<file path="src/include/lcd_defs.svh">
`ifndef LCD_DEFS_SVH
`define LCD_DEFS_SVH

// horizontal geometry, in pixel slots
`define LCD_H_ACTIVE 400
`define LCD_H_TOTAL 507 // includes blanking
`define LCD_HSYNC_X 400 // hsync column

// vertical geometry, in lines
`define LCD_V_ACTIVE 96
`define LCD_V_TOTAL 112
`define LCD_VSYNC_Y 95 // vsync line

// clk cycles per pixel slot
`define LCD_PIX_DIV 16

// pixel buffer depth, power of two
`define LCD_FIFO_DEPTH 8

`endif

</file>
<file path="src/rtl/lcd_pkg.sv">
package lcd_pkg;

    // one color channel of the 6-bit panel
    typedef logic [5:0] chan_t;

    // 18-bit rgb pixel, red in the top bits
    typedef struct packed {
        chan_t r;
        chan_t g;
        chan_t b;
    } pixel_t;

    // raster positions
    typedef logic [8:0] xcoord_t; // up to 511 columns
    typedef logic [6:0] ycoord_t; // up to 127 lines

    localparam pixel_t PIXEL_BLACK = '0;

endpackage

</file>
<file path="src/rtl/pattern_gen.sv">
`include "lcd_defs.svh"

module pattern_gen (
    input  logic             clk,
    input  logic             rst,
    input  lcd_pkg::xcoord_t rect_x0_i,
    input  lcd_pkg::xcoord_t rect_x1_i,
    input  lcd_pkg::ycoord_t rect_y0_i,
    input  lcd_pkg::ycoord_t rect_y1_i,
    input  lcd_pkg::pixel_t  rect_color_i,
    input  logic             full_i,
    output logic             push_o,
    output lcd_pkg::pixel_t  pixel_o
);
    import lcd_pkg::*;

    localparam xcoord_t X_LAST = xcoord_t'(`LCD_H_ACTIVE - 1);
    localparam ycoord_t Y_LAST = ycoord_t'(`LCD_V_ACTIVE - 1);

    // raster position over the active area only
    xcoord_t x_q;
    ycoord_t y_q;

    // rectangle held for the whole frame
    xcoord_t x0_q;
    xcoord_t x1_q;
    ycoord_t y0_q;
    ycoord_t y1_q;
    pixel_t  color_q;

    logic load_q; // frame start, take new rectangle
    logic in_rect;

    always_ff @(posedge clk) begin
        if (rst) begin
            x_q    <= '0;
            y_q    <= '0;
            load_q <= 1'b1;
        end else if (load_q) begin
            load_q <= 1'b0; // no push on the latch cycle
        end else if (!full_i) begin
            if (x_q == X_LAST) begin
                x_q <= '0;
                if (y_q == Y_LAST) begin
                    y_q    <= '0;
                    load_q <= 1'b1;
                end else begin
                    y_q <= y_q + 1'b1;
                end
            end else begin
                x_q <= x_q + 1'b1;
            end
        end
    end

    always_ff @(posedge clk) begin
        if (load_q) begin
            x0_q    <= rect_x0_i;
            x1_q    <= rect_x1_i;
            y0_q    <= rect_y0_i;
            y1_q    <= rect_y1_i;
            color_q <= rect_color_i;
        end
    end

    // open on the low side, closed on the high side
    assign in_rect = (x0_q < x_q) && (x_q <= x1_q) && (y0_q < y_q) && (y_q <= y1_q);

    assign push_o  = !load_q && !full_i;
    assign pixel_o = in_rect ? color_q : PIXEL_BLACK;

endmodule

</file>
<file path="src/rtl/pixel_fifo.sv">
`include "lcd_defs.svh"

module pixel_fifo #(
    parameter type payload_t = logic
) (
    input  logic     clk,
    input  logic     rst,
    input  logic     push_i,
    input  payload_t data_i,
    input  logic     pop_i,
    output payload_t data_o,
    output logic     full_o,
    output logic     not_empty_o
);

    localparam int DEPTH = `LCD_FIFO_DEPTH;
    localparam int AW    = $clog2(DEPTH);

    if ((1 << AW) != DEPTH) begin : g_depth_check
        $error("pixel_fifo: depth %0d is not a power of two", DEPTH);
    end

    payload_t mem [DEPTH];

    logic [AW-1:0] wr_ptr_q;
    logic [AW-1:0] rd_ptr_q;
    logic [AW:0]   count_q; // one extra bit to hold DEPTH
    logic          wr_en;
    logic          rd_en;

    assign wr_en = push_i && !full_o;
    assign rd_en = pop_i && not_empty_o;

    always_ff @(posedge clk) begin
        if (wr_en) begin
            mem[wr_ptr_q] <= data_i;
        end
    end

    always_ff @(posedge clk) begin
        if (rst) begin
            wr_ptr_q <= '0;
            rd_ptr_q <= '0;
            count_q  <= '0;
        end else begin
            if (wr_en) begin
                wr_ptr_q <= wr_ptr_q + 1'b1; // wraps, depth is 2**AW
            end
            if (rd_en) begin
                rd_ptr_q <= rd_ptr_q + 1'b1;
            end
            case ({wr_en, rd_en})
                2'b10:   count_q <= count_q + 1'b1;
                2'b01:   count_q <= count_q - 1'b1;
                default: count_q <= count_q;
            endcase
        end
    end

    assign data_o      = mem[rd_ptr_q];
    assign full_o      = (count_q == (AW + 1)'(DEPTH));
    assign not_empty_o = (count_q != '0);

    // the producer must respect full
    a_no_overflow: assert property (
        @(posedge clk) disable iff (rst)
        push_i |-> !full_o
    ) else $error("pixel_fifo: push while full");

    // the consumer pops on its own schedule, buffer must never run dry
    a_no_underflow: assert property (
        @(posedge clk) disable iff (rst)
        pop_i |-> not_empty_o
    ) else $error("pixel_fifo: pop while empty");

endmodule

</file>
<file path="src/rtl/lcd_timing.sv">
`include "lcd_defs.svh"

module lcd_timing (
    input  logic            clk,
    input  logic            rst,
    input  lcd_pkg::pixel_t pixel_i,
    input  logic            pixel_ready_i,
    output logic            pop_o,
    output lcd_pkg::chan_t  lcd_r_o,
    output lcd_pkg::chan_t  lcd_g_o,
    output lcd_pkg::chan_t  lcd_b_o,
    output logic            lcd_hsync_o,
    output logic            lcd_vsync_o,
    output logic            lcd_nclk_o,
    output logic            lcd_de_o
);
    import lcd_pkg::*;

    localparam int PH_W = $clog2(`LCD_PIX_DIV);

    // phase positions inside one pixel slot
    localparam logic [PH_W-1:0] PH_LAST = PH_W'(`LCD_PIX_DIV - 1);
    localparam logic [PH_W-1:0] PH_HALF = PH_W'(`LCD_PIX_DIV / 2);
    localparam logic [PH_W-1:0] PH_X    = PH_W'(`LCD_PIX_DIV - 4); // column step
    localparam logic [PH_W-1:0] PH_Y    = PH_W'(`LCD_PIX_DIV - 3); // line step
    localparam logic [PH_W-1:0] PH_OUT  = PH_W'(`LCD_PIX_DIV - 2); // output update

    localparam xcoord_t X_LAST   = xcoord_t'(`LCD_H_TOTAL - 1);
    localparam ycoord_t Y_LAST   = ycoord_t'(`LCD_V_TOTAL - 1);
    localparam xcoord_t X_ACTIVE = xcoord_t'(`LCD_H_ACTIVE);
    localparam ycoord_t Y_ACTIVE = ycoord_t'(`LCD_V_ACTIVE);
    localparam xcoord_t X_HSYNC  = xcoord_t'(`LCD_HSYNC_X);
    localparam ycoord_t Y_VSYNC  = ycoord_t'(`LCD_VSYNC_Y);

    logic [PH_W-1:0] phase_q;
    logic [PH_W-1:0] phase_nxt;

    // strobes, each high for the one cycle of its phase
    logic step_x_q;
    logic step_y_q;
    logic step_out_q;

    logic    nclk_q;
    xcoord_t x_q;
    ycoord_t y_q;
    logic    active;

    pixel_t rgb_q;
    logic   de_q;
    logic   hsync_q;
    logic   vsync_q;

    assign phase_nxt = (phase_q == PH_LAST) ? '0 : phase_q + 1'b1;

    always_ff @(posedge clk) begin
        if (rst) begin
            phase_q    <= '0;
            step_x_q   <= 1'b0;
            step_y_q   <= 1'b0;
            step_out_q <= 1'b0;
            nclk_q     <= 1'b0;
        end else begin
            phase_q    <= phase_nxt;
            step_x_q   <= (phase_nxt == PH_X);
            step_y_q   <= (phase_nxt == PH_Y);
            step_out_q <= (phase_nxt == PH_OUT);
            nclk_q     <= (phase_nxt < PH_HALF); // high in first half of slot
        end
    end

    // frame counters, start in blanking
    always_ff @(posedge clk) begin
        if (rst) begin
            x_q <= X_HSYNC;
            y_q <= Y_ACTIVE;
        end else begin
            if (step_x_q) begin
                x_q <= (x_q == X_LAST) ? '0 : x_q + 1'b1;
            end
            if (step_y_q && x_q == '0) begin
                y_q <= (y_q == Y_LAST) ? '0 : y_q + 1'b1;
            end
        end
    end

    assign active = (x_q < X_ACTIVE) && (y_q < Y_ACTIVE);

    // head is consumed on the same edge that registers it
    assign pop_o = step_out_q && active;

    always_ff @(posedge clk) begin
        if (rst) begin
            rgb_q   <= PIXEL_BLACK;
            de_q    <= 1'b0;
            hsync_q <= 1'b0;
            vsync_q <= 1'b0;
        end else if (step_out_q) begin
            rgb_q   <= active ? pixel_i : PIXEL_BLACK;
            de_q    <= active;
            hsync_q <= (x_q == X_HSYNC);
            vsync_q <= (y_q == Y_VSYNC);
        end
    end

    assign lcd_r_o     = rgb_q.r;
    assign lcd_g_o     = rgb_q.g;
    assign lcd_b_o     = rgb_q.b;
    assign lcd_de_o    = de_q;
    assign lcd_hsync_o = hsync_q;
    assign lcd_vsync_o = vsync_q;
    assign lcd_nclk_o  = nclk_q;

    // producer has to stay ahead of the panel
    a_pixel_ready: assert property (
        @(posedge clk) disable iff (rst)
        pop_o |-> pixel_ready_i
    ) else $error("lcd_timing: pop with no pixel buffered");

endmodule

</file>
<file path="src/rtl/lcd_top.sv">
module lcd_top (
    input  logic             clk,
    input  logic             rst,
    input  lcd_pkg::xcoord_t rect_x0_i,
    input  lcd_pkg::xcoord_t rect_x1_i,
    input  lcd_pkg::ycoord_t rect_y0_i,
    input  lcd_pkg::ycoord_t rect_y1_i,
    input  lcd_pkg::pixel_t  rect_color_i,
    output lcd_pkg::chan_t   lcd_r_o,
    output lcd_pkg::chan_t   lcd_g_o,
    output lcd_pkg::chan_t   lcd_b_o,
    output logic             lcd_hsync_o,
    output logic             lcd_vsync_o,
    output logic             lcd_nclk_o,
    output logic             lcd_de_o
);
    import lcd_pkg::*;

    logic   fifo_push;
    logic   fifo_pop;
    logic   fifo_full;
    logic   fifo_not_empty;
    pixel_t gen_pixel;
    pixel_t head_pixel;

    pattern_gen u_pattern_gen (
        .clk          (clk),
        .rst          (rst),
        .rect_x0_i    (rect_x0_i),
        .rect_x1_i    (rect_x1_i),
        .rect_y0_i    (rect_y0_i),
        .rect_y1_i    (rect_y1_i),
        .rect_color_i (rect_color_i),
        .full_i       (fifo_full),
        .push_o       (fifo_push),
        .pixel_o      (gen_pixel)
    );

    pixel_fifo #(
        .payload_t (pixel_t)
    ) u_pixel_fifo (
        .clk         (clk),
        .rst         (rst),
        .push_i      (fifo_push),
        .data_i      (gen_pixel),
        .pop_i       (fifo_pop),
        .data_o      (head_pixel),
        .full_o      (fifo_full),
        .not_empty_o (fifo_not_empty)
    );

    lcd_timing u_lcd_timing (
        .clk           (clk),
        .rst           (rst),
        .pixel_i       (head_pixel),
        .pixel_ready_i (fifo_not_empty),
        .pop_o         (fifo_pop),
        .lcd_r_o       (lcd_r_o),
        .lcd_g_o       (lcd_g_o),
        .lcd_b_o       (lcd_b_o),
        .lcd_hsync_o   (lcd_hsync_o),
        .lcd_vsync_o   (lcd_vsync_o),
        .lcd_nclk_o    (lcd_nclk_o),
        .lcd_de_o      (lcd_de_o)
    );

endmodule

</file>
<file path="config.mk">
export PLATFORM = sky130hd
export DESIGN_NAME = lcd_top
export DESIGN_NICKNAME = d
export VERILOG_FILES = /design/src/rtl/lcd_pkg.sv /design/src/rtl/pattern_gen.sv /design/src/rtl/pixel_fifo.sv /design/src/rtl/lcd_timing.sv /design/src/rtl/lcd_top.sv
export VERILOG_INCLUDE_DIRS = /design/src /design/src/include
export SDC_FILE = /design/constraint.sdc
export NUM_CORES = 1
export LEC_CHECK = 0
export ABC_AREA = 1
export BUFFER_PORTS_ARGS = -buffer_cell sky130_fd_sc_hd__buf_2
export CAP_MARGIN = 10
export CORE_UTILIZATION = 30
export DETAILED_ROUTE_END_ITERATION = 10
export GPL_ROUTABILITY_DRIVEN = 0
export PLACE_DENSITY = 0.41
export SLEW_MARGIN = 15
export SYNTH_ARGS = -nofsm -noshare
export SYNTH_HDL_FRONTEND = slang
export SYNTH_SLANG_ARGS = --single-unit
</file>
<file path="constraint.sdc">
create_clock -name clk -period 3.7 [get_ports clk]
set_clock_uncertainty 0.2 [all_clocks]
set_input_delay 0.185 -clock clk [delete_from_list [all_inputs] [get_ports clk]]
set_output_delay 0.185 -clock clk [all_outputs]
set_load 0.05 [all_outputs]
</file>
==> flow_metrics.tcl <==
set metrics [dict create \
    status "complete, no violations" \
    syn_nets 1226 \
    drt_wl_total_um 27590 \
    peakVddDrop_v 0.0003655 \
    synth-xor-area-share_pct 0.6763 \
    clkTransAtPathRegs_ns 0.06 \
    synthCells 1130 \
    synth_top_family_by_area "simple AND/OR/NAND/NOR gates" \
    core-area_um2 37930 \
    synth_area_per_cell_um2 10.32 \
    cts_buffers 31 \
    fill_cells 3848 \
    synth_top_area_share_pct 49.98 \
    synth_compound_gate_area_share_pct 6.526 \
    grt_pass1_wl_um 43850 \
    drc 0 \
    power_leakage_nw 5.581 \
    route.vias.total 7983 \
    hp-start "rect_color_i[0]" \
    power.total_mw 6.453 \
    max_slew_margin_pct 29.15 \
    muxShareOfSynthArea_pct 0.08587 \
    die_w_um 199.1 \
    final_cell_mix "205 x nor2_1, 194 x edfxtp_1, 141 x nand2_1, 113 x inv_1, 86 x nand3_1" \
    first_global_vias 7937 \
    synth_ff_type "edfxtp_1" \
    hold_path_class "input pin to flip-flop" \
    dp_slack_ns 0.8176 \
    hold_ws_ns 0.1063 \
    r2r-start "u_pattern_gen.x_q[4]$_SDFFE_PP0P_" \
    utilization_pct 37.10 \
    setup_viol 0 \
    die_area_um2 39650 \
    initial_core_util_pct 30.73 \
    wire_per_inst_um 15.28 \
    ioPinCount 74 \
    synth_edf_count 194 \
    syn_area_um2 11660 \
    max_freq_ghz 0.3504 \
    finalHoldViolCount 0 \
    vias_per_cell 4.423 \
    grtUsageTotal_pct 14.46 \
    fin_nets 1365 \
    antenna_left 0 \
    worst-setup-path-type "flip-flop to flip-flop" \
    startpoint "u_pattern_gen.x_q[4]$_SDFFE_PP0P_" \
    root_buffer "clkbuf_16" \
    worstPathRequired_ns 3.81 \
    worst_setup_path_end_kind "flip-flop" \
    finalWorstSetupSlack_ns 0.8462 \
    intPower_mw 5.009 \
    ctsResizeCount 0 \
    power_switching_share_pct 22.37 \
    port_buffers 73 \
    grt_max_degree 73 \
    antenna_cells 0 \
    areaGrowthSynthToFinish_pct 20.75 \
    async_flop_share_pct 0 \
    cap_violations 0 \
    crit_fanout 18 \
    ys_top_cells_by_area "edfxtp_1 50%, dfxtp_1 13%, nor2_1 6.9%, ha_1 4.7%, nand2_1 4.5%" \
    fin_crit_sh_pct 77.13 \
    cts_tree "built" \
    cts_setup_buffers 0 \
    fp.dieH_um 199.1 \
    cts.htree.levels 1 \
    antenna_found_initial 0 \
    rsz0062_at_grt "no" \
    rows 71 \
    layout_min_cycle_time_ns 2.854 \
    tns_ns 0 \
    cts_hold_buf 51 \
    ys_seq_area_share_pct 62.86 \
    power_density_nw_per_um2 458.5 \
    critPathLaunchType "flip-flop" \
    p_seq_share_pct 52.0 \
    synthAdderAreaFrac_pct 4.723 \
    p_comb_share_pct 5.0 \
    clk_latency_ns 0.58 \
    post-dp-hpwl_um 16650 \
    first_pass_iters 5 \
    yosys_warnings 0 \
    ys_types 43 \
    final_common_cell "nor2_1" \
    cp.arrival_ns 2.97 \
    cts_sinks 269 \
    drtIter0Drc 326 \
    p_sw_mw 1.443 \
    tightest_slew_ns 1.062 \
    drive_gt1_share_pct 14.61 \
    synth-simple-area-share_pct 19.50 \
    yosysTopAreaCell "edfxtp_1" \
    cts_buffer_depth 3 \
    p_clk_share_pct 42.9 \
    ys_seq_elements 269 \
    drv_slew 0 \
    grt.overflow.total 0 \
]
## power groups by stage
stage | Combinational (mW) | Sequential (mW) | Clock, mW
6_report | 0.323 | 3.36 | 2.77
5_1_grt | 0.369 | 3.37 | 3.00
4_1_cts | 0.333 | 3.36 | 2.89
3_5_place_dp | 0.291 | 3.42 | 0
3_3_place_gp | 0.288 | 3.42 | 0
2_1_floorplan | 0.163 | 3.42 | 0
## Yosys cell counts (3+ instances only)
cell,instances
nor2_2,4
nand3_2,3
xor2_1,7
buf_2,15
nor2_4,13
nor3_2,4
edfxtp_1,194
nand4_1,15
o21ai_0,62
inv_1,113
clkbuf_2,6
nand2_2,3
nand3_1,86
nor2_1,213
a21oi_2,4
ha_1,44
o21ai_1,25
inv_2,9
nand2_4,3
a21oi_1,45
nand2_1,141
nor3_1,9
clkbuf_1,11
dfxtp_1,75
## through the flow
step	area, um2	std cells
detailed placement	12650	1696
global route	14070	1805
finish	14070	1805
CTS	14070	1805
global placement	12650	1696
floorplan	11660	1130
## area by class of cell
cell class	count	area, um2	area share, %
sequential	269	7330	52.08
multi-input combinational	701	3694	26.24
timing repair buffer	143	1031	7.325
clock buffer	40	819.5	5.823
tap	511	639.4	4.543
inverter	123	464.2	3.298
clock inverter	18	97.59	0.6934
## metal layers
layer | track usage (%) | part of all wire, % | wire length [um] | up-vias
met5 | 0 | 0 | 0 | -
met2 | 24.58 | 48 | 13190 | 147
met4 | 4.615 | 2.2 | 600 | 0
li1 | - | - | - | 4091
met1 | 18.83 | 46 | 12610 | 3701
met3 | 2.143 | 4.3 | 1187 | 44
## state kept, by name, summed over array words and instances, names as in the netlist, 3 cells and up, named ones only
register and count:
u_pixel_fifo.wr_ptr_q 3, u_lcd_timing.x_q 9, u_pixel_fifo.rd_ptr_q 3, u_pattern_gen.x0_q 9
u_lcd_timing.phase_q 4, u_pattern_gen.y1_q 7, u_pixel_fifo.count_q 4, u_lcd_timing.lcd_b_o 6
u_pattern_gen.x_q 9, u_lcd_timing.lcd_r_o 6, u_pattern_gen.color_q 18, u_pixel_fifo.mem 144
u_lcd_timing.lcd_g_o 6, u_pattern_gen.y_q 7, u_pattern_gen.y0_q 7, u_lcd_timing.y_q 7
u_pattern_gen.x1_q 9
## cells by family after synthesis
logic type      Yosys count
fa+ha+maj                44
mux                       1
xor+xnor                  9
simple gates            503
flops                   269
compound gates          144
buf+inv                 160
## worst max-delay path: stages, from the launching register on
cell and delay, ns:
dfxtp_1 0.48, inv_1 0.14, ha_1 0.32, nand2_1 0.10, inv_1 0.04, nand2_1 0.06
nand3_1 0.10, a21oi_2 0.18, nand3_4 0.43, nor2_1 0.54
## worst paths after layout
check	endpoint	slack, ns	cells past startpoint
setup / recovery	u_pixel_fifo.mem[1][5]$_DFFE_PP_	0.85	9
hold / removal	u_pattern_gen.color_q[0]$_DFFE_PP_	0.11	2
setup reg to reg	u_pixel_fifo.mem[1][5]$_DFFE_PP_	0.85	9
hold reg to reg	u_lcd_timing.lcd_g_o[0]$_SDFFE_PP0P_	0.26	2
Power figures use the tool's default switching activity.
